### src/verilog/riscvPkg.sv
`default_nettype none

package riscvPkg;

    typedef logic [31:0] word_t;
    typedef logic [4:0]  regAddr_t;

    // RV32I opcodes used by this subset
    localparam logic [6:0] opLoad   = 7'b0000011;
    localparam logic [6:0] opStore  = 7'b0100011;
    localparam logic [6:0] opOp     = 7'b0110011;
    localparam logic [6:0] opOpImm  = 7'b0010011;
    localparam logic [6:0] opLui    = 7'b0110111;
    localparam logic [6:0] opBranch = 7'b1100011;
    localparam logic [6:0] opJal    = 7'b1101111;

    localparam logic [2:0] f3Beq = 3'b000;
    localparam logic [2:0] f3Bne = 3'b001;

    typedef enum logic [2:0] {immI, immS, immB, immJ, immU} immSrc_e;
    typedef enum logic [2:0] {aluAdd, aluSub, aluAnd, aluOr, aluSlt} aluOp_e;
    typedef enum logic [1:0] {fwdNone, fwdWb, fwdMem} fwd_e;
    typedef enum logic [1:0] {resAlu, resMem, resPcPlus4, resImm} resultSrc_e;

    // Predictor geometry, PHT has 2**GhrBits counters
    localparam int BtbEntries = 32;
    localparam int BtbIdxBits = 5;
    localparam int GhrBits    = 5;

    localparam int DmemWords = 64;

    localparam word_t resetPc = 32'h0000_0000;

endpackage

`default_nettype wire
### src/verilog/dataMemory.sv
`default_nettype none

module dataMemory import riscvPkg::*; (
    input  logic  clk,
    input  logic  we_i,
    input  word_t addr_i,
    input  word_t wd_i,
    output word_t rd_o
);

    word_t                        mem [DmemWords];
    logic [$clog2(DmemWords)-1:0] wordIdx;

    assign wordIdx = addr_i[$clog2(DmemWords)+1:2];  // Word aligned only

    always_ff @(posedge clk) begin
        if (we_i)
            mem[wordIdx] <= wd_i;
    end

    assign rd_o = mem[wordIdx];

endmodule

`default_nettype wire

### config.mk
export PLATFORM = sky130hd
export DESIGN_NAME = dataMemory
export DESIGN_NICKNAME = d
export VERILOG_FILES = /design/src/verilog/riscvPkg.sv /design/src/verilog/dataMemory.sv
export SDC_FILE = /design/constraint.sdc
export NUM_CORES = 2
export LEC_CHECK = 0
export ABC_AREA = 1
export BUFFER_PORTS_ARGS = -buffer_cell sky130_fd_sc_hd__buf_4
export CAP_MARGIN = 20
export CORE_ASPECT_RATIO = 1.75
export CORE_UTILIZATION = 45
export CTS_BUF_LIST = sky130_fd_sc_hd__clkbuf_4
export CTS_CLUSTER_DIAMETER = 80
export DETAILED_ROUTE_END_ITERATION = 6
export PLACE_DENSITY = 0.71
export SYNTH_ARGS = -nofsm -noshare
export SYNTH_HDL_FRONTEND = slang
export SYNTH_SLANG_ARGS = --single-unit
### constraint.sdc
create_clock -name clk -period 6.9 [get_ports clk]
set_input_delay 1.035 -clock clk [delete_from_list [all_inputs] [get_ports clk]]
set_output_delay 1.035 -clock clk [all_outputs]
set_load 0.02 [all_outputs]
==> out/results.ini <==
[synth]
synth_cells = 8408
synth-seq-area-share = 0.716
synth_area_sq_um = 85900
avgSynthCellArea_sq_um = 10.2
ys_ff_latch = 2048
syn_nets = 8474
synth_cell_type_count = 20
ys_warn_count = 0

[floorplan]
fp.dieW_microns = 332
core_sq_um = 189000
dieHeight_microns = 580
num_rows = 211
die_area_sq_um = 193000
io_pins = 98
start_util = 0.454

[global_routing]
grt_pass1_wl_microns = 337000
overflow = 0
grt_pass1_vias = 58166
grt_max_degree = 214
antenna_found_initial = 8
grt_util_all_layers = 0.230

[cells_and_area]
top_regs = mem x2048
top_register = mem
area_growth_pct = 9.98
largest_reg_flops = 2048
final_common_cell = nand2_1
final_cell_mix = nand2_1 (5,728), edfxtp_1 (2,048), clkbuf_4 (564), buf_4 (167), clkinv_1 (89)
nNetsFinal = 8668
drive_gt1_frac = 0.102
stdcell_area_sq_um = 94400

[timing]
max-slew-margin-rel = 0.241
rsz0062_at_grt = false
tightest_slew_ns = 1.14
tns_ns = 0
post-route-min-period_ns = 5.40
achievable-frequency_ghz = 0.185
setup_viol = 0
final_hold_viol_count = 0
drv_slew = 0
period_share = 0.783

[place]
port_buffers = 71
dp_hpwl_microns = 122000
placed_cell_area_sq_um = 89400
place_congestion = 0.832

[power_and_ir_drop]
p_int_uw = 18200
peakVddDrop_uv = 188
p_leak_uw = 0.0396
combinationalPowerShare = 0.068
p_per_area_nw_per_um2 = 253
p_sw_uw = 5730
power_uw = 23900
netSwitchingFraction = 0.239
seq_power_share = 0.576
pwr-share-clk = 0.356

[routing]
route.detailed.drc = 0
viasPerCell = 5.23
vias = 59406
initialDrtViolationCount = 5314
postRouteAntennaNets = 0
totalWireLength_microns = 224000
drtPass1Iterations = 6
post_drt_wl_per_cell_microns = 19.8

[setup_path]
crit_path_start_kind = primary input
critPathRequiredTime_ns = 5.86
crit_fanout = 136
critPathKind = in2out
arrival_ns = 4.37
cp-end-kind = output port

[clock_tree]
cts.sinks = 2048
post_cts_buffers = 0
h-tree-depth = 5
root_buffer = clkbuf_4
cts_resized = 0
cts_tree = done
numCtsBuffers = 415
clock_path_buffers = 4
path_clk_slew_ns = 0.07
hold_buffers = 0

[min_path]
hold_path_class = in2reg

[flow_run]
maxCapViolations = 0

[outcome]
status = finished, final reports clean

[final timing paths]
path  slack, ns         end  cells past startpoint  startpoint
min        0.37  mem[0][21]                      1    wd_i[21]
max        1.50    rd_o[13]                     14   addr_i[2]
[layout make-up]
cell class,count,area [sq um]
fillers,16217,94900
inverters,30,135
flip-flops and latches,2048,61500
clock buffers,564,4230
repair buffers,199,1880
diodes,11,27.5
well taps,2449,3060
clock inverters,144,776
multi-input cells,5908,22800
[per-stage QoR]
| step | cells | hold slack, ns | util | worst slack [ns] |
|---|---|---|---|---|
| after floorplan | 8408 | 1.13 | - | 1.58 |
| after global placement | 10634 | 1.56 | 0.472 | 1.59 |
| after detailed placement | 10634 | 1.58 | 0.472 | 1.53 |
| after CTS | 11342 | 0.277 | 0.499 | 1.59 |
| after global routing | 11348 | 0.327 | 0.499 | 1.38 |
| final | 11353 | 0.366 | 0.499 | 1.50 |
[cells in the mapped netlist]
cell,n,area [sq um]
nand4_1,2,12.5
buf_2,244,1220
inv_1,16,60.1
or2_2,5,31.3
nand2_1,5728,21500
or2_1,1,6.26
buf_6,4,45.0
nor2_1,137,514
nand3_1,13,65.1
o211ai_1,5,37.5
buf_1,27,101
nor3_1,1,5.00
buf_4,11,82.6
edfxtp_1,2048,61500
o21ai_1,2,10.0
nor3_2,7,70.1
clkbuf_1,136,510
o21ai_0,5,25.0
inv_2,14,52.6
nor4_1,2,12.5
[worst max-delay path, stage by stage]
cell	delay (ns)
buf_8	0.52
inv_8	0.52
buf_12	0.40
nand2_1	0.10
nand2_1	0.05
nand2_1	0.06
nand2_1	0.07
nand2_1	0.10
nand2_1	0.13
nand2_1	0.15
nand2_1	0.07
nor2_1	0.30
nand2_1	0.37
buf_4	0.28
[kinds of logic (layout without fill, tap and decap cells)]
family / after synthesis / after routing / share of synthesized area
flip-flops: 2048 / 2048 / 0.716
AO/OA/AOI/OAI: 12 / 12 / 0.000845
other: 0 / 11 / 0
buffers and inverters: 452 / 937 / 0.0241
AND/OR/NAND/NOR: 5896 / 5896 / 0.259
[layer usage]
layer / GRT usage / wire length [microns] / share of wire
met1: 0.262 / 79600 / 0.35
met2: 0.417 / 117000 / 0.52
met3: 0.0355 / 18200 / 0.081
met4: 0.112 / 9460 / 0.042
met5: 0 / 21 / 0.000094
[power by group through the flow]
stage | Combinational (uW) | Clock (uW) | Sequential, uW
3_5_place_dp | 1610 | 0 | 14100
4_1_cts | 1620 | 8670 | 13800
3_3_place_gp | 1580 | 0 | 14100
5_1_grt | 1780 | 9180 | 13800
6_report | 1630 | 8520 | 13800
2_1_floorplan | 931 | 0 | 14100
(Power assumes the default switching activity.)
