### src/verilog/riscvPkg.sv
`default_nettype none

package riscvPkg;

    typedef logic [31:0] word_t;
    typedef logic [4:0]  regAddr_t;

    // RV32I opcodes used by this subset
    localparam logic [6:0] opLoad   = 7'b0000011;
    localparam logic [6:0] opStore  = 7'b0100011;
    localparam logic [6:0] opOp     = 7'b0110011;
    localparam logic [6:0] opOpImm  = 7'b0010011;
    localparam logic [6:0] opLui    = 7'b0110111;
    localparam logic [6:0] opBranch = 7'b1100011;
    localparam logic [6:0] opJal    = 7'b1101111;

    localparam logic [2:0] f3Beq = 3'b000;
    localparam logic [2:0] f3Bne = 3'b001;

    typedef enum logic [2:0] {immI, immS, immB, immJ, immU} immSrc_e;
    typedef enum logic [2:0] {aluAdd, aluSub, aluAnd, aluOr, aluSlt} aluOp_e;
    typedef enum logic [1:0] {fwdNone, fwdWb, fwdMem} fwd_e;
    typedef enum logic [1:0] {resAlu, resMem, resPcPlus4, resImm} resultSrc_e;

    // Predictor geometry, PHT has 2**GhrBits counters
    localparam int BtbEntries = 32;
    localparam int BtbIdxBits = 5;
    localparam int GhrBits    = 5;

    localparam int DmemWords = 64;

    localparam word_t resetPc = 32'h0000_0000;

endpackage

`default_nettype wire
### src/verilog/controller.sv
`default_nettype none

module controller import riscvPkg::*; (
    input  logic       clk,
    input  logic       reset,
    input  logic [6:0] op_i,
    input  logic [2:0] funct3_i,
    input  logic       funct7b5_i,
    input  logic       flushE_i,
    output immSrc_e    immSrcD_o,
    output logic       aluSrcE_o,
    output aluOp_e     aluControlE_o,
    output logic       branchE_o,
    output logic       jumpE_o,
    output logic [2:0] funct3E_o,
    output resultSrc_e resultSrcE_o,
    output resultSrc_e resultSrcM_o,
    output resultSrc_e resultSrcW_o,
    output logic       memWriteM_o,
    output logic       regWriteM_o,
    output logic       regWriteW_o
);

    logic       regWriteD, memWriteD, aluSrcD, branchD, jumpD;
    resultSrc_e resultSrcD;
    aluOp_e     aluControlD;
    logic       regWriteE, memWriteE;

    // Main decoder
    always_comb begin
        regWriteD  = 1'b0;
        memWriteD  = 1'b0;
        aluSrcD    = 1'b0;
        branchD    = 1'b0;
        jumpD      = 1'b0;
        resultSrcD = resAlu;
        immSrcD_o  = immI;
        case (op_i)
            opLoad: begin
                regWriteD  = 1'b1;
                aluSrcD    = 1'b1;
                resultSrcD = resMem;
            end
            opStore: begin
                memWriteD = 1'b1;
                aluSrcD   = 1'b1;
                immSrcD_o = immS;
            end
            opOp: regWriteD = 1'b1;
            opOpImm: begin
                regWriteD = 1'b1;
                aluSrcD   = 1'b1;
            end
            opLui: begin
                regWriteD  = 1'b1;
                resultSrcD = resImm;
                immSrcD_o  = immU;
            end
            opBranch: begin
                branchD   = 1'b1;
                immSrcD_o = immB;
            end
            opJal: begin
                regWriteD  = 1'b1;
                jumpD      = 1'b1;
                resultSrcD = resPcPlus4;
                immSrcD_o  = immJ;
            end
            default: ;  // Bubble or unsupported, no side effects
        endcase
    end

    // ALU decoder
    always_comb begin
        case (funct3_i)
            3'b010:  aluControlD = aluSlt;
            3'b110:  aluControlD = aluOr;
            3'b111:  aluControlD = aluAnd;
            default: aluControlD = (op_i == opOp && funct7b5_i) ? aluSub : aluAdd;
        endcase
        if (op_i == opBranch)
            aluControlD = aluSub;  // Equality via zero flag
        else if (op_i != opOp && op_i != opOpImm)
            aluControlD = aluAdd;  // Address calc for lw/sw
    end

    always_ff @(posedge clk) begin
        if (reset || flushE_i) begin
            regWriteE     <= 1'b0;
            memWriteE     <= 1'b0;
            aluSrcE_o     <= 1'b0;
            branchE_o     <= 1'b0;
            jumpE_o       <= 1'b0;
            funct3E_o     <= 3'b0;
            aluControlE_o <= aluAdd;
            resultSrcE_o  <= resAlu;
        end else begin
            regWriteE     <= regWriteD;
            memWriteE     <= memWriteD;
            aluSrcE_o     <= aluSrcD;
            branchE_o     <= branchD;
            jumpE_o       <= jumpD;
            funct3E_o     <= funct3_i;
            aluControlE_o <= aluControlD;
            resultSrcE_o  <= resultSrcD;
        end
    end

    always_ff @(posedge clk) begin
        if (reset) begin
            regWriteM_o  <= 1'b0;
            memWriteM_o  <= 1'b0;
            resultSrcM_o <= resAlu;
            regWriteW_o  <= 1'b0;
            resultSrcW_o <= resAlu;
        end else begin
            regWriteM_o  <= regWriteE;
            memWriteM_o  <= memWriteE;
            resultSrcM_o <= resultSrcE_o;
            regWriteW_o  <= regWriteM_o;
            resultSrcW_o <= resultSrcM_o;
        end
    end

endmodule

`default_nettype wire

### config.mk
export PLATFORM = sky130hd
export DESIGN_NAME = controller
export DESIGN_NICKNAME = d
export VERILOG_FILES = /design/src/verilog/riscvPkg.sv /design/src/verilog/controller.sv
export SDC_FILE = /design/constraint.sdc
export NUM_CORES = 1
export LEC_CHECK = 0
export BUFFER_PORTS_ARGS = -buffer_cell sky130_fd_sc_hd__buf_4
export CAP_MARGIN = 5
export CORE_UTILIZATION = 39
export DETAILED_ROUTE_END_ITERATION = 16
export GPL_TIMING_DRIVEN = 0
export MAX_ROUTING_LAYER = met4
export PLACE_DENSITY = 0.72
export SETUP_SLACK_MARGIN = 0.5
export SLEW_MARGIN = 20
export SYNTH_ARGS = -nofsm -noshare
export SYNTH_HDL_FRONTEND = slang
export SYNTH_SLANG_ARGS = --single-unit
export TNS_END_PERCENT = 5
### constraint.sdc
create_clock -name clk -period 1.05 [get_ports clk]
set_input_delay 0.105 -clock clk [delete_from_list [all_inputs] [get_ports clk]]
set_output_delay 0.105 -clock clk [all_outputs]
set_load 0.03 [all_outputs]
==> run_results.csv <==
group,metric,value,unit
placed_design,gp_congestion,0.7231,
power,powerDensity,1049,nW/um^2
layout,final-seq-area,422.9,sq um
logic_synthesis,ys_ff_latch,20,
flow_run,maxCapViolCount,0,
grt,antenna_found_initial,0,
sta,fin_crit_sh,119.6,%
grt,grt_busiest_layer,"met2",
grt,grt_pass1_vias,576,
sta,min_period,1.256,ns
sta,report.final.slew_viol_count,0,
logic_synthesis,synth_edf_count,0,
die,die_h,44.73,um
layout,nFillCells,146,
layout,multi_input_area,347.8,sq um
layout,area_growth_syn_to_layout,70.30,%
power,ir_drop,0.6153,mV
sta,final-setup-viol-count,2,
grt,grt_pass1_wl,2.387,mm
critical_path,cp_max_fo,5,
sta,finClkSkew,0.001108,ns
detailed_routing,wl_per_cell,10.61,um
sta,hold_violations,2,
sta,fmaxAchievable,0.7963,GHz
clock_tree,cts.clk_slew.worst_paths,0.10,ns
detailed_routing,via_count,616,
critical_path,critPathArrivalTime,1.15,ns
layout,drive_gt1_share,67.29,%
layout,utilization,70.22,%
critical_path,endpoint_kind,"output pin",
die,die_w,44.73,um
die,ios,35,
power,p_leak,0.0005253,uW
clock_tree,cts_num_sinks,20,
logic_synthesis,syn_inst,71,
detailed_routing,drt_iter0_drc,3,
logic_synthesis,ys_warn_count,0,
layout,n_antenna_cell,0,
die,fp-row-count,15,
sta,layout_setup_ws,-0.2057,ns
placed_design,io_buffers,33,
grt,use_met1,18.94,%
detailed_routing,ant_nets,0,
logic_synthesis,synth.avg_cell_area,10.03,sq um
logic_synthesis,syn-num-nets,85,
layout,fin_nets,123,
logic_synthesis,ys.flop_type,"dfxtp_1",
sta,worstMarginPinSlew,0.2718,ns
logic_synthesis,synthDistinctLibCells,27,
worst_hold_path,min_path_type,"input port to register",
detailed_routing,firstDrtPassIters,3,
sta,max-slew-margin-rel,81.81,%
placed_design,hpwlAfterDp,1.044,mm
clock_tree,cts_tree,"built",
grt,overflow,0,
critical_path,cp-start-kind,"input port",
clock_tree,root_buffer,"clkbuf_4",
die,start_util,41.23,%
outcome,violations,"negative hold slack, negative setup slack",
clock_tree,h-tree-depth,1,
sta,tns,-0.2767,ns
detailed_routing,viasPerCell,4.667,
critical_path,critical_path_class,"input port to output pin",
logic_synthesis,async_reset_ff_share,0,%
clock_tree,clk_latency,0.28,ns
clock_tree,clk_path_buf_depth,2,
sta,rsz0062_at_grt,"true",
detailed_routing,routed_wirelength,1.400,mm
grt,met3_usage,2.400,%
grt,grt_use_total,16.85,%
clock_tree,cts_buffers,3,
logic_synthesis,seq_area_frac_synth,56.24,%
detailed_routing,drc,0,
die,die-area,2000,sq um
grt,gr-usage-met2,29.71,%
die,coreArea,1727,sq um
critical_path,crit_required,0.94,ns
sta,holdWs,-0.008595,ns
outcome,status,"complete, but fails checks",
grt,grt_max_degree,11,
logic_synthesis,syn_area,711.9,sq um
-- cell usage after synthesis (2+ instances only) --
master | n | area, sq um
a21oi_1 | 3 | 15.01
nand2_1 | 7 | 26.28
inv_1 | 3 | 11.26
dfxtp_1 | 20 | 400.4
nor2b_1 | 7 | 43.79
nor3_1 | 2 | 10.01
nand3_1 | 2 | 10.01
o22ai_1 | 2 | 12.51
and2_1 | 2 | 12.51
or3_1 | 2 | 12.51
nor2_1 | 5 | 18.77
-- logic make-up (layout without fill, tap and decap cells) --
family,count (synthesis),after routing,share of synthesized area (%)
AO/OA/AOI/OAI,9,9,8.084
buffers and inverters,5,41,3.690
flip-flops,20,20,56.24
AND/OR/NAND/NOR,37,37,31.99
-- cell type report --
| type | instances | share of cell area, % |
|---|---|---|
| buffer | 2 | 2.890 |
| inverter | 3 | 0.9288 |
| sequential | 20 | 34.88 |
| tap | 25 | 2.580 |
| multi-input combinational | 46 | 28.69 |
| timing repair buffer | 33 | 28.17 |
| clock buffer | 3 | 1.858 |
-- through the flow --
step	power, uW	hold slack (ns)	instances	setup slack [ns]	area, sq um
6_report	1271	-0.008595	132	-0.2057	1212
5_1_grt	1326	-0.02487	132	-0.2346	1212
4_1_cts	1272	-0.01787	132	-0.2048	1181
3_5_place_dp	927.0	0.2993	129	-0.2558	1026
3_3_place_gp	925.1	0.2902	129	-0.2503	1026
2_1_floorplan	856.3	0.1766	71	-0.03129	747.0
-- critical path, cell delays in order --
cell and delay (ns):
buf_8 0.10, or3_4 0.38, or3_4 0.35, o21ai_4 0.07, buf_6 0.14
-- registers in the layout, indices dropped and copies added, names as in the netlist --
register / count
aluControlE_o: 3
aluSrcE_o: 1
branchE_o: 1
funct3E_o: 3
jumpE_o: 1
memWriteE: 1
memWriteM_o: 1
regWriteE: 1
regWriteM_o: 1
regWriteW_o: 1
resultSrcE_o: 2
resultSrcM_o: 2
resultSrcW_o: 2
-- placed cells by master (no fill, tap or decap), types with 2 or more instances in the layout --
| cell type | count |
|---|---|
| nor2b_4 | 2 |
| buf_6 | 23 |
| dfxtp_2 | 18 |
| nor2b_1 | 5 |
| nor2_1 | 4 |
| and2_1 | 2 |
| or2_4 | 2 |
| clkbuf_4 | 3 |
| buf_8 | 2 |
| or3_4 | 3 |
| buf_4 | 9 |
| o22ai_1 | 2 |
| a21oi_1 | 2 |
| nand3_1 | 2 |
| dfxtp_1 | 2 |
| inv_1 | 3 |
| nor3_1 | 2 |
| nand2_1 | 5 |
-- timing repair --
item,in CTS,in global routing
pin swaps,0,2
resized for setup,48,8
setup buffers,0,0
hold endpoints to repair,2,1
setup endpoints to repair,32,37
-- path summary, 6_finish.rpt --
path | startpoint | end | slack [ns] | cells after the start
setup / recovery | op_i[6] | immSrcD_o[0] | -0.21 | 5
hold / removal | funct3_i[0] | aluControlE_o[2] | -0.009 | 2
setup reg to reg | resultSrcM_o[0] | resultSrcW_o[0] | 0.50 | 1
hold reg to reg | regWriteE | regWriteM_o | 0.44 | 1
-- power breakdown --
group | switching (uW) | internal (uW) | leakage (uW)
clock | 199 | 133 | 0.0000138
sequential | 2.56 | 765 | 0.000170
combinational | 83.9 | 88.0 | 0.000341
total | 286 | 986 | 0.000525
-- metal layers --
metal | share of wire, % | vias up
met2 | 54 | 23
met5 | 0 | -
met4 | 0.64 | 0
met1 | 41 | 276
met3 | 4.9 | 2
li1 | - | 315
Power figures use the tool's default switching activity.
