[src/verilog/riscvPkg.sv]
`default_nettype none

package riscvPkg;

    typedef logic [31:0] word_t;
    typedef logic [4:0]  regAddr_t;

    // RV32I opcodes used by this subset
    localparam logic [6:0] opLoad   = 7'b0000011;
    localparam logic [6:0] opStore  = 7'b0100011;
    localparam logic [6:0] opOp     = 7'b0110011;
    localparam logic [6:0] opOpImm  = 7'b0010011;
    localparam logic [6:0] opLui    = 7'b0110111;
    localparam logic [6:0] opBranch = 7'b1100011;
    localparam logic [6:0] opJal    = 7'b1101111;

    localparam logic [2:0] f3Beq = 3'b000;
    localparam logic [2:0] f3Bne = 3'b001;

    typedef enum logic [2:0] {immI, immS, immB, immJ, immU} immSrc_e;
    typedef enum logic [2:0] {aluAdd, aluSub, aluAnd, aluOr, aluSlt} aluOp_e;
    typedef enum logic [1:0] {fwdNone, fwdWb, fwdMem} fwd_e;
    typedef enum logic [1:0] {resAlu, resMem, resPcPlus4, resImm} resultSrc_e;

    // Predictor geometry, PHT has 2**GhrBits counters
    localparam int BtbEntries = 32;
    localparam int BtbIdxBits = 5;
    localparam int GhrBits    = 5;

    localparam int DmemWords = 64;

    localparam word_t resetPc = 32'h0000_0000;

endpackage

`default_nettype wire
[src/verilog/hazardUnit.sv]
`default_nettype none

module hazardUnit import riscvPkg::*; (
    input  regAddr_t   rs1D_i,
    input  regAddr_t   rs2D_i,
    input  regAddr_t   rs1E_i,
    input  regAddr_t   rs2E_i,
    input  regAddr_t   rdE_i,
    input  regAddr_t   rdM_i,
    input  regAddr_t   rdW_i,
    input  resultSrc_e resultSrcE_i,
    input  logic       regWriteM_i,
    input  logic       regWriteW_i,
    input  logic       mispredict_i,
    output logic       stallF_o,
    output logic       stallD_o,
    output logic       flushD_o,
    output logic       flushE_o,
    output fwd_e       forwardAE_o,
    output fwd_e       forwardBE_o
);

    logic loadUse;

    // Memory stage wins over writeback since it is younger
    function automatic fwd_e fwdSelect(input regAddr_t rs, input regAddr_t rdM,
                                       input logic weM, input regAddr_t rdW,
                                       input logic weW);
        if (rs != '0 && rs == rdM && weM)
            return fwdMem;
        else if (rs != '0 && rs == rdW && weW)
            return fwdWb;
        return fwdNone;
    endfunction

    assign forwardAE_o = fwdSelect(rs1E_i, rdM_i, regWriteM_i, rdW_i, regWriteW_i);
    assign forwardBE_o = fwdSelect(rs2E_i, rdM_i, regWriteM_i, rdW_i, regWriteW_i);

    assign loadUse = (resultSrcE_i == resMem) && (rdE_i != '0)
                     && (rdE_i == rs1D_i || rdE_i == rs2D_i);

    assign stallF_o = loadUse;
    assign stallD_o = loadUse;
    assign flushD_o = mispredict_i;
    assign flushE_o = loadUse || mispredict_i;  // Bubble or wrong path

endmodule

`default_nettype wire

[config.mk]
export PLATFORM = sky130hd
export DESIGN_NAME = hazardUnit
export DESIGN_NICKNAME = d
export VERILOG_FILES = /design/src/verilog/riscvPkg.sv /design/src/verilog/hazardUnit.sv
export SDC_FILE = /design/constraint.sdc
export NUM_CORES = 1
export LEC_CHECK = 0
export BUFFER_PORTS_ARGS = -buffer_cell sky130_fd_sc_hd__buf_2
export CAP_MARGIN = 0
export CORE_AREA = 2 2 39 41
export DETAILED_ROUTE_END_ITERATION = 8
export DIE_AREA = 0 0 41 43
export PLACE_DENSITY_LB_ADDON = 0.08
export SYNTH_ARGS = -nofsm -noshare
export SYNTH_HDL_FRONTEND = slang
export SYNTH_SLANG_ARGS = --single-unit
[constraint.sdc]
create_clock -name vclk -period 1.7
set_input_delay 0.255 -clock vclk [all_inputs]
set_output_delay 0.255 -clock vclk [all_outputs]
set_load 0.02 [all_outputs]
==> results.yml, run 1 <==
placement:
  placed_cells: 129
  place_hpwl_um: 1267
  place_area_sq_um: 815.8
  numPortBuffers: 48
  place.gp.congestion: 0.6789
logic_synthesis:
  yosysSeqAreaShare: 0
  yosys.area.top_type: "xnor2_1"
  yosysMostFrequentCell: "xnor2_1"
  synth_commonest_cells: "xnor2_1, xor2_1, nand4_1, nor4_2, nor2_1"
  synth_top_cells_by_area: "xnor2_1, xor2_1, nor4_2"
  synth_top_area_share: 0.3019
  ys_types: 15
  ys_warn_count: 0
  syn_nets: 97
  synthCells: 57
  synth_area_sq_um: 464.2
  postSynthAreaPerCell_sq_um: 8.144
route:
  routed_via_density: 4.659
  drt-wirelength-per-cell_um: 10.20
  vias: 601
  drc: 0
  drt_iter0_drc: 4
  wl_um: 1316
  antenna_left: 0
  drtPass1Iterations: 4
finish:
  n_fill_cell: 141
  final_area_sq_um: 835.8
  n_clock_buffer: 0
  layout-drive-gt1-share: 0.6195
  diodes: 0
  final_util: 0.6040
  nFlopsAndLatches: 0
  area_growth_pct: 80.05
  final_cell_count_no_fill: 129
  nNetsFinal: 155
  regArea_sq_um: 0
cts:
  post_cts_buffers: 0
  holdBufCountCts: 0
timing:
  hold_viol: 0
  drv_slew: 0
  setup_ws_ps: -71.67
  timing.fmax_ghz: 0.5644
  tightestPinTransition_ps: 399.6
  min_period_ps: 1772
  finalSetupViolations: 2
  max_slew_margin: 0.7314
  rsz0062_at_grt: "true"
  timing.final.crit_share: 1.042
worst_setup_path:
  cp.arrival_ps: 1520
  required_ps: 1440
  path_class: "input port to primary output"
  endpoint_kind: "primary output"
  critPathMaxFanout: 2
  crit_end: "forwardAE_o[0]"
  setup.worst_path.start: "rs1E_i[1]"
  start_kind: "input port"
global_route:
  grt_pass1_wl_um: 2145
  grt_max_degree: 4
  antenna_found_initial: 0
  track_usage: 0.1638
  overflow: 0
  grt_pass1_vias: 574
floorplan:
  die_h_um: 43
  num_rows: 14
  core-area_sq_um: 1384
  die_w_um: 41
  start_util: 0.3354
  die-area_sq_um: 1763
  io_pins: 48
power_and_ir_drop:
  powerDensity_nw_per_um2: 229.5
  power_leakage_nw: 0.3878
  ir_drop_mv: 0.1086
run_status:
  violations: "setup timing"
  status: "complete, but fails checks"
flow_run:
  cap_viol_max_count: 0
worst_hold_path:
  hold_path.class: "input port to primary output"
  min_delay_path_depth: 2
## per-layer routing
layer	routed length, um	track usage	part of all wire
met1	450	0.1835	0.34
met3	121	0	0.092
met5	0	0	0
met2	744	0.3313	0.57
met4	0	0	0
## cell usage in the layout (no fill, tap or decap)
cell type and count:
nand4_1 4, nor3_2 1, or4_4 2, nor2_4 2, xor2_1 14, inv_1 2
or4_1 1, o41ai_2 1, nand2_1 2, nor4_4 2, a22oi_2 1, nor2_1 3
buf_4 14, buf_2 44, nor3_1 1, nor4_2 3, xnor2_1 16
## cell type report
cell class                      instances  area [sq um]  area share
Inverter                                2         7.507    0.008982
Timing Repair Buffer                   58         325.3      0.3892
Multi-Input combinational cell         53         483.0      0.5778
Tap cell                               16         20.02     0.02395
## cells by family (layout without fill, tap and decap cells)
| group | count (synthesis) | count (layout) | share of synthesized area |
|---|---|---|---|
| xor gates and xnor gates | 30 | 30 | 0.5660 |
| AOI/OAI and AO/OA | 2 | 2 | 0.03505 |
| and+or+nand+nor | 21 | 21 | 0.3504 |
| buffers and inverters | 4 | 60 | 0.04851 |
## what timing repair did
action,CTS,global route
gates resized for setup,2,4
endpoints found under the setup margin,2,5
pin swaps,0,1
## metrics by stage
step                setup TNS (ps)  hold WS (ps)  power [mW]  worst slack (ps)
floorplan                   -13.49         568.6     0.08994            -13.49
global placement            -92.66         747.2      0.1867            -48.01
detailed placement          -153.5         741.1      0.1889            -88.19
CTS                         -132.3         741.5      0.1902            -75.28
global route                -249.1         756.8      0.2105            -135.8
finish                      -114.0         741.1      0.1918            -71.67
## worst max-delay path, stage by stage
cell,delay [ps]
buf_2,100
or4_4,540
nor2_4,110
nor4_2,70
nor4_4,260
buf_4,180
## report_power, final
group          leakage [nW]  internal (mW)  switching, mW
clock                     0              0              0
sequential                0              0              0
combinational         0.388          0.101         0.0911
total                 0.388          0.101         0.0911
## worst min-delay path by stage
stage,slack (ps),startpoint,end
6_report,740,mispredict_i,flushD_o
5_1_grt,760,mispredict_i,flushD_o
4_1_cts,740,mispredict_i,flushD_o
3_5_place_dp,740,mispredict_i,flushD_o
3_3_place_gp,750,mispredict_i,flushD_o
2_1_floorplan,570,resultSrcE_i[1],stallD_o
(Power assumes the default switching activity.)
==> inputs of run 2 (changes only) <==
==> constraint.sdc (replaced) <==
create_clock -name vclk -period 1.7
set_input_delay 0.085 -clock vclk [all_inputs]
set_output_delay 0.085 -clock vclk [all_outputs]
set_load 0.02 [all_outputs]
==> run 2 against run 1 <==
- the flow now finishes without violations
- sequential share of layout area unchanged
- power down 15%
- critical path depth unchanged
- first-iteration DRC count down 75%
- non-clock buffer count down 10
- critical path type unchanged
- clock-buffer cell count unchanged
- final area down 15%
- via count down 9.2%
- global-route usage down 2.6 points
- maximum frequency up 23%
- worst setup slack better by 340 ps
- combinational power down 15%
==> results.yml, run 2 (same netlist as run 1, synthesis figures left out) <==
finish:
  area_growth_pct: 52.83
  final_cell_mix: "buf_2, xnor2_1, xor2_1, nand4_1, nor4_2"
  nFlopsAndLatches: 0
  multi_input_area_sq_um: 441.7
  layout_commonest_cell: "buf_2"
  diodes: 0
  n_clock_buffer: 0
  nNetsFinal: 145
  regArea_sq_um: 0
  n_fill_cell: 140
  final_cell_count_no_fill: 119
  layout-drive-gt1-share: 0.5437
timing:
  rsz0062_at_grt: "false"
  timing.fmax_ghz: 0.6962
  finalSetupViolations: 0
  hold_viol: 0
  min_period_ps: 1436
  drv_slew: 0
  timing.final.crit_share: 0.8450
  tightestPinTransition_ps: 284.6
  max_slew_margin: 0.8087
  finalSetupTns_ps: 0
worst_hold_path:
  hold_path.class: "input port to primary output"
  min-delay-start: "mispredict_i"
floorplan:
  num_rows: 14
  die_w_um: 41
  die_h_um: 43
  die-area_sq_um: 1763
  core-area_sq_um: 1384
  io_pins: 48
  start_util: 0.3354
worst_setup_path:
  endpoint_kind: "primary output"
  start_kind: "input port"
  crit_path_cell_trace: "buf_2 -> or4_4 -> nor2_4 -> nor4_2 -> nor4_2 -> buf_2"
  cp.depth: 6
  cp.buffers_inverters: 2
  crit_end: "forwardBE_o[0]"
  path_class: "input port to primary output"
  required_ps: 1620
  critPathMaxFanout: 3
  cp.arrival_ps: 1350
  setup.worst_path.start: "rs2E_i[3]"
  max_stage_delay_ps: 540
  cp_slowest_cell: "or4_4"
  crit_family: "simple AND/OR/NAND/NOR gates"
global_route:
  grt_pass1_wl_um: 1828
  antenna_found_initial: 0
  track_usage: 0.1379
  grt_pass1_vias: 478
  overflow: 0
  grt_max_degree: 4
power_and_ir_drop:
  powerDensity_nw_per_um2: 231.0
  power_leakage_nw: 0.3335
  ir_drop_mv: 0.09761
placement:
  numPortBuffers: 48
  placed_cells: 119
  place.gp.congestion: 0.7723
  place_hpwl_um: 1108
route:
  drtPass1Iterations: 2
  wl_um: 1154
  routed_via_density: 4.588
  drc: 0
  drt_iter0_drc: 1
  antenna_left: 0
  vias: 546
  drt-wirelength-per-cell_um: 9.697
cts:
  holdBufCountCts: 0
  cts_resized: 0
  post_cts_buffers: 0
run_status:
  status: "finished clean"
flow_run:
  cap_viol_max_count: 0
[run 2: changes by cell type in the layout (fill, tap and decap cells not counted)]
cell / delta
nor4_1: +1
nor3_2: -1
o41ai_1: +1
nor3_1: +1
buf_2: +4
a22oi_2: -1
buf_4: -14
nor4_4: -2
nor4_2: +1
a22oi_1: +1
o41ai_2: -1
[run 2: layer usage]
layer | routed length (um) | up-vias | GRT usage
li1 | - | 292 | -
met1 | 443 | 228 | 0.1551
met2 | 583 | 26 | 0.2719
met3 | 128 | 0 | 0.01047
met4 | 0 | 0 | 0
met5 | 0 | - | 0
[run 2: metrics by stage]
| stage | hold WS (ps) | setup slack, ps | utilization | area [sq um] | total power, mW |
|---|---|---|---|---|---|
| after global routing | 421.2 | 174.4 | 0.5127 | 709.4 | 0.1826 |
| after CTS | 407.7 | 246.7 | 0.5127 | 709.4 | 0.1664 |
| after detailed placement | 406.9 | 252.5 | 0.5127 | 709.4 | 0.1657 |
| final | 404.1 | 263.5 | 0.5127 | 709.4 | 0.1639 |
| after global placement | 403.8 | 255.2 | 0.5127 | 709.4 | 0.1657 |
| after floorplan | 263.7 | 68.37 | - | 464.2 | 0.08459 |
[run 2: how the worst min path moves through the flow]
| stage | to | slack [ps] | cells past startpoint |
|---|---|---|---|
| after CTS | flushD_o | 410 | 2 |
| final | flushD_o | 400 | 2 |
| after global routing | flushD_o | 420 | 2 |
| after global placement | flushD_o | 400 | 2 |
| after floorplan | stallD_o | 260 | 1 |
| after detailed placement | flushD_o | 410 | 2 |
[run 2: area by class of cell]
class / count / area share
Inverter: 2 / 0.01058
Tap cell: 16 / 0.02822
Timing Repair Buffer: 48 / 0.3386
Multi-Input combinational cell: 53 / 0.6226
[run 2: power breakdown]
part | internal [mW] | switching, mW
sequential | 0 | 0
clock | 0 | 0
combinational | 0.0846 | 0.0793
==> inputs of run 3 (changes only) <==
==> constraint.sdc (replaced) <==
create_clock -name vclk -period 1.4
set_input_delay 0.07 -clock vclk [all_inputs]
set_output_delay 0.07 -clock vclk [all_outputs]
set_load 0.02 [all_outputs]
==> run 3 against run 2 <==
- the flow now finishes with violations (setup timing)
- utilization is 7.2 points higher
- power is 37% higher
- cell count is 6.7% higher
- routed wire length is 13% higher
- die area stayed put
- non-clock buffer count is 8 higher
- sequential share of layout area stayed put
- critical path type unchanged
- highest routed layer unchanged
==> results.yml, run 3 (same netlist as run 1, synthesis figures left out) <==
timing:
  rsz0062_at_grt: "true"
  hold_viol: 0
  max_slew_margin: 0.7983
  setup_ws_ps: -19.04
  tightestPinTransition_ps: 302.5
  finalSetupViolations: 1
  drv_slew: 0
  min_period_ps: 1419
  hold_ws_ps: 374.1
  timing.fmax_ghz: 0.7047
  timing.final.crit_share: 1.014
finish:
  final_area_sq_um: 809.5
  nFlopsAndLatches: 0
  layout_commonest_cell: "buf_2"
  n_clock_buffer: 0
  area_growth_pct: 74.39
  multi_input_area_sq_um: 464.2
  n_fill_cell: 142
  diodes: 0
  nNetsFinal: 153
  regArea_sq_um: 0
  final_cell_count_no_fill: 127
  layout-drive-gt1-share: 0.5946
  final_cell_mix: "buf_2, xnor2_1, xor2_1, buf_4"
route:
  drt-wirelength-per-cell_um: 10.24
  vias: 588
  drtPass1Iterations: 2
  antenna_left: 0
  drt_iter0_drc: 2
  drc: 0
  wl_um: 1300
  routed_via_density: 4.630
run_status:
  status: "complete, but fails checks"
  violations: "setup timing"
placement:
  post-place-ws_ps: 15.23
  numPortBuffers: 48
  place.gp.congestion: 0.7730
  place_hpwl_um: 1187
  place_area_sq_um: 768.2
  placed_cells: 126
worst_setup_path:
  cp.buffers_inverters: 2
  required_ps: 1330
  crit_family: "simple AND/OR/NAND/NOR gates"
  critPathMaxFanout: 2
  crit_path_cell_trace: "buf_6 -> or4_4 -> nor2_4 -> nor4_4 -> nor4_2 -> buf_4"
  start_kind: "input port"
  cp_slowest_cell: "or4_4"
  endpoint_kind: "primary output"
  path_class: "input port to primary output"
  setup.worst_path.start: "rs1E_i[1]"
  max_stage_delay_ps: 530
  cp.arrival_ps: 1350
floorplan:
  die_w_um: 41
  io_pins: 48
  num_rows: 14
  die_h_um: 43
  start_util: 0.3354
  core-area_sq_um: 1384
  die-area_sq_um: 1763
global_route:
  grt_pass1_wl_um: 1787
  grt_max_degree: 4
  overflow: 0
  antenna_found_initial: 0
  grt_pass1_vias: 477
  track_usage: 0.1389
power_and_ir_drop:
  powerDensity_nw_per_um2: 276.6
  power_leakage_nw: 0.3819
  swShare: 0.4692
  power_frac_clock: 0
  sequentialPowerShare: 0
  p_int_uw: 118.9
  p_comb_frac: 1.000
  ir_drop_mv: 0.1532
  p_sw_uw: 105.1
  total_power_uw: 223.9
worst_hold_path:
  hold_path.class: "input port to primary output"
  min-delay-start: "mispredict_i"
flow_run:
  cap_viol_max_count: 0
cts:
  holdBufCountCts: 0
run 3: cell count changes in the layout (fill, tap and decap cells not counted), sizes merged:
cell and delta:
buf +8
run 3: path summary, 6_finish.rpt:
check	to	slack [ps]	cells after the start
worst max-delay path	forwardAE_o[0]	-20	6
worst min-delay path	flushD_o	370	2
run 3: area by class of cell:
| type | instances | share of cell area |
|---|---|---|
| multi-input combinational | 53 | 0.5734 |
| timing repair buffer | 56 | 0.3926 |
| tap | 16 | 0.02473 |
| inverter | 2 | 0.009274 |
run 3: repair_timing:
action / in CTS / in global routing
setup buffers: 0 / 1
resized for setup: 0 / 6
endpoints found under the setup margin: 0 / 3
run 3: metrics by stage:
| step | utilization | setup TNS (ps) |
|---|---|---|
| floorplan | - | 0 |
| global placement | 0.5552 | 0 |
| CTS | 0.5552 | 0 |
| global route | 0.5850 | -114.8 |
| finish | 0.5850 | -19.04 |
| detailed placement | 0.5552 | 0 |
run 3: per-layer routing:
layer	track usage	part of all wire	wire length, um	vias to the layer above
met4	0	0	0	0
met3	0.005236	0.088	115	0
met5	0	0	0	-
li1	-	-	-	310
met1	0.1677	0.37	481	254
met2	0.2656	0.54	703	24
run 3: power groups by stage:
stage          clock network, mW  logic, mW  registers [mW]
3_5_place_dp                   0      0.216               0
5_1_grt                        0      0.245               0
2_1_floorplan                  0      0.104               0
6_report                       0      0.224               0
3_3_place_gp                   0      0.215               0
4_1_cts                        0      0.217               0
