$ cat src/verilog/riscvPkg.sv
`default_nettype none

package riscvPkg;

    typedef logic [31:0] word_t;
    typedef logic [4:0]  regAddr_t;

    // RV32I opcodes used by this subset
    localparam logic [6:0] opLoad   = 7'b0000011;
    localparam logic [6:0] opStore  = 7'b0100011;
    localparam logic [6:0] opOp     = 7'b0110011;
    localparam logic [6:0] opOpImm  = 7'b0010011;
    localparam logic [6:0] opLui    = 7'b0110111;
    localparam logic [6:0] opBranch = 7'b1100011;
    localparam logic [6:0] opJal    = 7'b1101111;

    localparam logic [2:0] f3Beq = 3'b000;
    localparam logic [2:0] f3Bne = 3'b001;

    typedef enum logic [2:0] {immI, immS, immB, immJ, immU} immSrc_e;
    typedef enum logic [2:0] {aluAdd, aluSub, aluAnd, aluOr, aluSlt} aluOp_e;
    typedef enum logic [1:0] {fwdNone, fwdWb, fwdMem} fwd_e;
    typedef enum logic [1:0] {resAlu, resMem, resPcPlus4, resImm} resultSrc_e;

    // Predictor geometry, PHT has 2**GhrBits counters
    localparam int BtbEntries = 32;
    localparam int BtbIdxBits = 5;
    localparam int GhrBits    = 5;

    localparam int DmemWords = 64;

    localparam word_t resetPc = 32'h0000_0000;

endpackage

`default_nettype wire
$ cat src/verilog/datapath.sv
`default_nettype none

module datapath import riscvPkg::*; (
    input  logic       clk,
    input  logic       reset,
    input  logic       stallF_i,
    input  logic       stallD_i,
    input  logic       flushD_i,
    input  logic       flushE_i,
    input  word_t      instr_i,
    output word_t      pcF_o,
    output logic [6:0] op_o,
    output logic [2:0] funct3_o,
    output logic       funct7b5_o,
    input  immSrc_e    immSrcD_i,
    input  logic       aluSrcE_i,
    input  aluOp_e     aluControlE_i,
    input  logic       branchE_i,
    input  logic       jumpE_i,
    input  logic [2:0] funct3E_i,
    input  fwd_e       forwardAE_i,
    input  fwd_e       forwardBE_i,
    input  resultSrc_e resultSrcM_i,
    input  resultSrc_e resultSrcW_i,
    input  logic       regWriteW_i,
    output regAddr_t   rs1D_o, rs2D_o, rs1E_o, rs2E_o,
    output regAddr_t   rdE_o, rdM_o, rdW_o,
    output logic       mispredict_o,
    output word_t      aluResultM_o,
    output word_t      writeDataM_o,
    input  word_t      readDataM_i
);

    logic               predictTakenF, predTakenD, predTakenE, zeroE, takenE;
    logic [GhrBits-1:0] phtIndexF, phtIndexD, phtIndexE, ghrSeenE, ghrRestoreE;
    word_t              predictTargetF, pcPlus4F, pcNextF;
    word_t              instrD, pcD, pcPlus4D, immD, rd1D, rd2D;
    word_t              rd1E, rd2E, pcE, pcPlus4E, immE, srcAE, srcBE;
    word_t              writeDataE, aluResultE, pcTargetE;
    word_t              pcPlus4M, immM, forwardDataM;
    word_t              aluResultW, readDataW, pcPlus4W, immW, resultW;

    branchPredictor u_predictor (
        .clk(clk), .reset(reset), .pc_i(pcF_o), .opD_i(op_o),
        .btbWe_i(takenE), .btbIdx_i(pcE[BtbIdxBits+1:2]), .btbTarget_i(pcTargetE),
        .phtWe_i(branchE_i), .phtTaken_i(takenE), .phtIdx_i(phtIndexE),
        .ghrRestore_i(mispredict_o), .ghrRestoreVal_i(ghrRestoreE), .stallF_i(stallF_i),
        .predictTaken_o(predictTakenF), .predictTarget_o(predictTargetF),
        .phtIndex_o(phtIndexF)
    );

    // Fetch
    assign pcPlus4F = pcF_o + 32'd4;

    always_comb begin
        if (mispredict_o)
            pcNextF = takenE ? pcTargetE : pcPlus4E;  // Recovery from execute
        else if (predictTakenF)
            pcNextF = predictTargetF;
        else
            pcNextF = pcPlus4F;
    end

    always_ff @(posedge clk) begin
        if (reset)
            pcF_o <= resetPc;
        else if (!stallF_i)
            pcF_o <= pcNextF;
    end

    // Decode
    always_ff @(posedge clk) begin
        if (reset || flushD_i) begin
            instrD     <= '0;  // Opcode 0 decodes as a bubble
            predTakenD <= 1'b0;
        end else if (!stallD_i) begin
            instrD     <= instr_i;
            predTakenD <= predictTakenF;
        end
    end

    always_ff @(posedge clk) begin
        if (!stallD_i) begin
            pcD       <= pcF_o;
            pcPlus4D  <= pcPlus4F;
            phtIndexD <= phtIndexF;
        end
    end

    assign op_o       = instrD[6:0];
    assign funct3_o   = instrD[14:12];
    assign funct7b5_o = instrD[30];
    assign rs1D_o     = instrD[19:15];
    assign rs2D_o     = instrD[24:20];

    registerFile u_regFile (
        .clk(clk), .a1_i(rs1D_o), .a2_i(rs2D_o), .a3_i(rdW_o),
        .we3_i(regWriteW_i), .wd3_i(resultW), .rd1_o(rd1D), .rd2_o(rd2D)
    );

    always_comb begin
        case (immSrcD_i)
            immS:    immD = {{20{instrD[31]}}, instrD[31:25], instrD[11:7]};
            immB:    immD = {{20{instrD[31]}}, instrD[7], instrD[30:25], instrD[11:8], 1'b0};
            immJ:    immD = {{12{instrD[31]}}, instrD[19:12], instrD[20], instrD[30:21], 1'b0};
            immU:    immD = {instrD[31:12], 12'b0};
            default: immD = {{20{instrD[31]}}, instrD[31:20]};
        endcase
    end

    // Execute
    always_ff @(posedge clk) begin
        if (reset || flushE_i) begin
            rs1E_o     <= '0;
            rs2E_o     <= '0;
            rdE_o      <= '0;
            predTakenE <= 1'b0;
        end else begin
            rs1E_o     <= rs1D_o;
            rs2E_o     <= rs2D_o;
            rdE_o      <= instrD[11:7];
            predTakenE <= predTakenD;
        end
    end

    always_ff @(posedge clk) begin
        rd1E      <= rd1D;
        rd2E      <= rd2D;
        pcE       <= pcD;
        pcPlus4E  <= pcPlus4D;
        immE      <= immD;
        phtIndexE <= phtIndexD;
    end

    always_comb begin
        case (forwardAE_i)
            fwdMem:  srcAE = forwardDataM;
            fwdWb:   srcAE = resultW;
            default: srcAE = rd1E;
        endcase
        case (forwardBE_i)
            fwdMem:  writeDataE = forwardDataM;
            fwdWb:   writeDataE = resultW;
            default: writeDataE = rd2E;
        endcase
    end

    assign srcBE = aluSrcE_i ? immE : writeDataE;

    alu u_alu (
        .a_i(srcAE), .b_i(srcBE), .aluControl_i(aluControlE_i),
        .result_o(aluResultE), .zero_o(zeroE)
    );

    assign pcTargetE = pcE + immE;

    // True outcome against the prediction carried from fetch
    assign takenE = jumpE_i || (branchE_i && ((funct3E_i == f3Beq && zeroE)
                                           || (funct3E_i == f3Bne && !zeroE)));
    assign mispredict_o = (takenE != predTakenE);

    // History seen at fetch is recovered from the gshare index
    assign ghrSeenE    = phtIndexE ^ pcE[GhrBits+1:2];
    assign ghrRestoreE = branchE_i ? {ghrSeenE[GhrBits-2:0], takenE} : ghrSeenE;

    // Memory
    always_ff @(posedge clk) begin
        if (reset) begin
            rdM_o <= '0;
            rdW_o <= '0;
        end else begin
            rdM_o <= rdE_o;
            rdW_o <= rdM_o;
        end
    end

    always_ff @(posedge clk) begin
        aluResultM_o <= aluResultE;
        writeDataM_o <= writeDataE;
        pcPlus4M     <= pcPlus4E;
        immM         <= immE;
        aluResultW   <= aluResultM_o;
        readDataW    <= readDataM_i;
        pcPlus4W     <= pcPlus4M;
        immW         <= immM;
    end

    always_comb begin
        case (resultSrcM_i)
            resPcPlus4: forwardDataM = pcPlus4M;
            resImm:     forwardDataM = immM;
            default:    forwardDataM = aluResultM_o;  // Loads are covered by the stall
        endcase
    end

    // Writeback
    always_comb begin
        case (resultSrcW_i)
            resMem:     resultW = readDataW;
            resPcPlus4: resultW = pcPlus4W;
            resImm:     resultW = immW;
            default:    resultW = aluResultW;
        endcase
    end

endmodule

`default_nettype wire

$ cat src/verilog/alu.sv
`default_nettype none

module alu import riscvPkg::*; (
    input  word_t  a_i,
    input  word_t  b_i,
    input  aluOp_e aluControl_i,
    output word_t  result_o,
    output logic   zero_o
);

    always_comb begin
        case (aluControl_i)
            aluAdd:  result_o = a_i + b_i;
            aluSub:  result_o = a_i - b_i;
            aluAnd:  result_o = a_i & b_i;
            aluOr:   result_o = a_i | b_i;
            aluSlt:  result_o = {31'b0, $signed(a_i) < $signed(b_i)};
            default: result_o = '0;
        endcase
    end

    assign zero_o = (result_o == '0);  // Branch compare

endmodule

`default_nettype wire

$ cat src/verilog/registerFile.sv
`default_nettype none

module registerFile import riscvPkg::*; (
    input  logic     clk,
    input  regAddr_t a1_i,
    input  regAddr_t a2_i,
    input  regAddr_t a3_i,
    input  logic     we3_i,
    input  word_t    wd3_i,
    output word_t    rd1_o,
    output word_t    rd2_o
);

    word_t regs [32];

    always_ff @(posedge clk) begin
        if (we3_i)
            regs[a3_i] <= wd3_i;  // x0 may be written, it is never read
    end

    // Writeback bypass so decode sees the value written this cycle
    assign rd1_o = (a1_i == '0) ? '0 : (we3_i && a3_i == a1_i) ? wd3_i : regs[a1_i];
    assign rd2_o = (a2_i == '0) ? '0 : (we3_i && a3_i == a2_i) ? wd3_i : regs[a2_i];

endmodule

`default_nettype wire

$ cat src/verilog/branchPredictor.sv
`default_nettype none

module branchPredictor import riscvPkg::*; (
    input  logic                  clk,
    input  logic                  reset,
    input  word_t                 pc_i,
    input  logic [6:0]            opD_i,
    input  logic                  btbWe_i,
    input  logic [BtbIdxBits-1:0] btbIdx_i,
    input  word_t                 btbTarget_i,
    input  logic                  phtWe_i,
    input  logic                  phtTaken_i,
    input  logic [GhrBits-1:0]    phtIdx_i,
    input  logic                  ghrRestore_i,
    input  logic [GhrBits-1:0]    ghrRestoreVal_i,
    input  logic                  stallF_i,
    output logic                  predictTaken_o,
    output word_t                 predictTarget_o,
    output logic [GhrBits-1:0]    phtIndex_o
);

    logic                   btbValid [BtbEntries];
    logic                   btbJump [BtbEntries];
    logic [31:BtbIdxBits+2] btbTag [BtbEntries];
    word_t                  btbTarget [BtbEntries];
    logic [1:0]             pht [2**GhrBits];
    logic [GhrBits-1:0]     ghr;
    word_t                  pcD, pcE;  // Follows the fetch PC down to execute for the tag
    logic [6:0]             opE;
    logic                   predTakenD;
    logic [BtbIdxBits-1:0]  idxF;
    logic                   hitF;

    assign idxF = pc_i[BtbIdxBits+1:2];
    assign hitF = btbValid[idxF] && (btbTag[idxF] == pc_i[31:BtbIdxBits+2]);

    // gshare index
    assign phtIndex_o      = pc_i[GhrBits+1:2] ^ ghr;
    assign predictTaken_o  = hitF && (btbJump[idxF] || pht[phtIndex_o][1]);  // jal always taken
    assign predictTarget_o = btbTarget[idxF];

    always_ff @(posedge clk) begin
        if (!stallF_i) begin
            pcD        <= pc_i;
            predTakenD <= predictTaken_o;
        end
        pcE <= pcD;  // Bubbles never write, so no flush needed here
        opE <= opD_i;
    end

    always_ff @(posedge clk) begin
        if (reset) begin
            for (int i = 0; i < BtbEntries; i++)
                btbValid[i] <= 1'b0;
        end else if (btbWe_i) begin
            btbValid[btbIdx_i] <= 1'b1;
        end
    end

    always_ff @(posedge clk) begin
        if (btbWe_i) begin
            btbTag[btbIdx_i]    <= pcE[31:BtbIdxBits+2];
            btbTarget[btbIdx_i] <= btbTarget_i;
            btbJump[btbIdx_i]   <= (opE == opJal);
        end
    end

    // Saturating 2-bit counters
    always_ff @(posedge clk) begin
        if (reset) begin
            for (int i = 0; i < 2**GhrBits; i++)
                pht[i] <= 2'b01;  // Weakly not-taken
        end else if (phtWe_i) begin
            if (phtTaken_i && pht[phtIdx_i] != 2'b11)
                pht[phtIdx_i] <= pht[phtIdx_i] + 2'd1;
            else if (!phtTaken_i && pht[phtIdx_i] != 2'b00)
                pht[phtIdx_i] <= pht[phtIdx_i] - 2'd1;
        end
    end

    // Speculative history; a branch shifts once as it leaves fetch
    always_ff @(posedge clk) begin
        if (reset)
            ghr <= '0;
        else if (ghrRestore_i)
            ghr <= ghrRestoreVal_i;
        else if (opD_i == opBranch && !stallF_i)
            ghr <= {ghr[GhrBits-2:0], predTakenD};
    end

endmodule

`default_nettype wire

$ cat config.mk
export PLATFORM = sky130hd
export DESIGN_NAME = datapath
export DESIGN_NICKNAME = d
export VERILOG_FILES = /design/src/verilog/riscvPkg.sv /design/src/verilog/datapath.sv /design/src/verilog/alu.sv /design/src/verilog/registerFile.sv /design/src/verilog/branchPredictor.sv
export SDC_FILE = /design/constraint.sdc
export NUM_CORES = 2
export LEC_CHECK = 0
export BUFFER_PORTS_ARGS = -buffer_cell sky130_fd_sc_hd__clkbuf_2
export CORE_UTILIZATION = 50
export CTS_CLUSTER_SIZE = 24
export DETAILED_ROUTE_END_ITERATION = 6
export HOLD_SLACK_MARGIN = 0.15
export MAX_ROUTING_LAYER = met4
export PLACE_DENSITY = 0.74
export SYNTH_ARGS = -nofsm -noshare
export SYNTH_HDL_FRONTEND = slang
export SYNTH_SLANG_ARGS = --single-unit
$ cat constraint.sdc
create_clock -name clk -period 13.34 [get_ports clk]
set_input_delay 1.334 -clock clk [delete_from_list [all_inputs] [get_ports clk]]
set_output_delay 1.334 -clock clk [all_outputs]
set_load 0.05 [all_outputs]
==> impl_results.md <==
- Vias per cell: 6.69
- Max-cap violation count: 0
- Worst slew margin: 0.0560
- WP data arrival: between 9 and 10 ns
- Insertion delay to the later sink of the worst-skew pair: around 0.98 ns
- Area growth, synth to finish: 12.6%
- Top delay family on crit path: compound AO/OA/AOI/OAI gates
- Internal power: around 20 mW
- Post-Syn Area: around 0.15 sq mm
- Ys async rst share: 0
- Syn Area/Cell: roughly 18 sq um
- Max rail drop VDD: 0.228 mV
- Synthesis warning total: 0
- Synth Flop Type: edfxtp_1
- # rows: 200
- Post-route minimum period: 11.01 ns
- Mapped Nets: 8530
- Vias in the first global route: between 80000 and 90000
- CP Max Fanout: 36
- CP Capture Type: output port
- GPL Wtd Cong: roughly 0.93
- Post-CTS Setup Bufs: 0
- Seq/Total Area, Yosys: 0.685
- DR WL/cell: between 30 and 40 um
- Nets: slightly below 9000
- Floorplan die width: between 500 and 600 um
- Seq pwr share: 0.498
- Psw: 6.48 mW
- Final Max Slew Viols: 0
- Most frequent cells in the layout: 3037 x edfxtp_1, 1129 x mux4_2, 568 x dfxtp_1
- Worst-margin pin slew: 1.41 ns
- DR pass1 iterations: 6
- I/O pin cnt: 234
- EDFF count, synth: 3037
- Fillers: between 20000 and 25000
- Layout cells sized above 1: 0.268
- Clk Tree Root Cell: clkbuf_16
- Final Cycle Share: 0.825
- Status: completed
- Worst path max stage delay: between 0.8 and 0.9 ns
- Clock share of power: 0.398
- Synth cell types: 93
- Max Fclk: 0.0909 GHz
- Bufs and invs on worst path: 3
- Initial antenna violation count: 35
- Pwr Total: ~26 mW
- I/O Buffers: approximately 230
- Core ar.: slightly below 0.3 sq mm
- CP startpoint kind: primary input
- Die area: approximately 0.3 sq mm
- Crit path kind: in -> out
- # setup viols final: 0
- Worst Path Required: ~12 ns
- Starting density of the core: 0.505
- Die Height: 550 um
- TritonCTS clock tree: built
- # DRC: 0
- Vias: around 86000
- Sinks on the clock net: between 3000 and 4000
- Most common cell after layout, fill and taps aside: edfxtp_1
- Pwr dens: between 150 and 200 mW/mm^2
- Final Skew: 0.0723 ns
- Cells after Synth: between 8000 and 9000
- Hpwl dp: roughly 280 mm
- Grt ovf: 0
- WL final: around 460 mm
- Num CTS Buffers: roughly 360
- GRT Total Usage: 0.312
- Largest net degree at the start of global routing: 125
- RSZ-0062 raised after global routing: no
- Sw frac: 0.249
- Setup TNS: 0 ns
- Final-report hold violation count: 0
- Cells along the critical path: clkbuf_2, buf_4, mux4_2, a22oi_1, nor2_1, a21oi_1, o21a_1, ha_1, nand4b_1, nand2b_1, a2111oi_2, and2_1, o21ai_1, a21oi_1, a21oi_1, o221a_2, nor3_1, nand4b_1, o41ai_2, nor2_2, xnor2_2, clkbuf_2
- Starting DRT DRC Count: between 10000 and 15000
- H-tree depth: 5
- CTS max path bufs: 4
- Yosys reg bits: between 3000 and 4000
- Hold crit path type: reg -> reg
- Post-CTS resize count: 0
- Crit-path most repeated cell: a21oi_1
- Comb pwr share: 0.104
- Routed Antenna Nets: 0
- Clk pin slew, worst setup/hold paths: approximately 0.060 ns
- Hold buffer count at cts: 0
- Leakage: between 50 and 60 nW
- First-pass GRT wire length: approximately 640 mm
- CP max-delay cell: mux4_2
==> final timing paths <==
check / from / to / slack, ns / cells after the start
max: resultSrcW_i[0] / mispredict_o / 2.33 / 22
min: phtIndexD[3]$_DFFE_PN_ / phtIndexE[3]$_DFF_P_ / 0.33 / 0
min reg2reg: phtIndexD[3]$_DFFE_PN_ / phtIndexE[3]$_DFF_P_ / 0.33 / 0
max reg2reg: readDataW[1]$_DFF_P_ / u_predictor.btbTag[5][3]$_DFFE_PP_ / 3.56 / 19
==> layout make-up <==
type,count,area (sq um),area share
antenna,21,52.6,0.000311
clock buffer,480,9880,0.0584
clock inverter,189,2130,0.0126
inverter,171,642,0.00379
multi-input combinational,3956,45400,0.269
sequential,3621,103000,0.609
tap,3939,4930,0.0291
timing repair buffer,455,3140,0.0185
==> logic make-up (layout without fill, tap and decap cells) <==
kind of cell,Yosys count,count (layout),synth area share
multiplexers,1537,1537,0.197
flip-flops,3621,3621,0.685
other,0,21,0
adder cells (fa/ha/maj),135,135,0.0114
AND/OR/NAND/NOR,1136,1136,0.0349
XOR/XNOR,125,125,0.00729
AO/OA/AOI/OAI,1023,1023,0.0455
buffers and inverters,727,1295,0.0191
==> per-layer routing <==
| metal | part of all wire | track usage |
|---|---|---|
| met5 | 0 | - |
| met2 | 0.48 | 0.494 |
| met3 | 0.10 | 0.0574 |
| met1 | 0.35 | 0.377 |
| met4 | 0.069 | 0.184 |
==> synthesized netlist by cell type (all sizes together), types with 75 or more instances <==
library cell,instances,area share
mux2i,338,0.023
clkbuf,369,0.0092
o21ai,140,0.0047
nor2,467,0.012
inv,171,0.0043
dfxtp,584,0.078
mux4,1129,0.17
o22ai,75,0.0031
a21oi,300,0.010
xnor2,82,0.0048
edfxtp,3037,0.61
buf,187,0.0056
ha,132,0.011
a211oi,81,0.0041
nand2,263,0.0066
==> worst reg2reg max path: cells and delay by family, from the launching register on <==
family	cells	cell delay, ns
compound gates	8	3.10
xor+xnor	1	0.31
fa+ha+maj	1	0.39
buf+inv	1	0.69
flops	1	0.58
mux	2	1.05
simple gates	6	3.29
==> per-stage QoR <==
| step | utilization | cell area [sq um] | setup slack, ns | std cells | hold slack (ns) |
|---|---|---|---|---|---|
| 6_report | 0.568 | 169000 | 2.33 | 12832 | 0.328 |
| 5_1_grt | 0.568 | 169000 | 1.95 | 12823 | 0.334 |
| 4_1_cts | 0.568 | 169000 | 2.41 | 12811 | 0.321 |
| 3_5_place_dp | 0.528 | 157000 | 1.96 | 12142 | 0.327 |
| 3_3_place_gp | 0.528 | 157000 | 1.99 | 12142 | 0.324 |
| 2_1_floorplan | - | 150000 | 1.45 | 8304 | 0.323 |
==> flip-flops by register name, indices dropped and copies added (netlist names), 64 cells and up, named ones only <==
| signal | flops |
|---|---|
| u_predictor.btbTarget | 1024 |
| u_regFile.regs | 1024 |
| u_predictor.pht | 64 |
| u_predictor.btbTag | 800 |
==> power groups by stage <==
| stage | logic [mW] | registers, mW | clock network, mW |
|---|---|---|---|
| after CTS | 2.68 | 12.9 | 10.4 |
| after floorplan | 1.62 | 13.1 | 0 |
| after global routing | 2.83 | 12.9 | 10.8 |
| after detailed placement | 2.66 | 13.2 | 0 |
| after global placement | 2.63 | 13.1 | 0 |
| final | 2.71 | 12.9 | 10.3 |
Power figures use the tool's default switching activity.
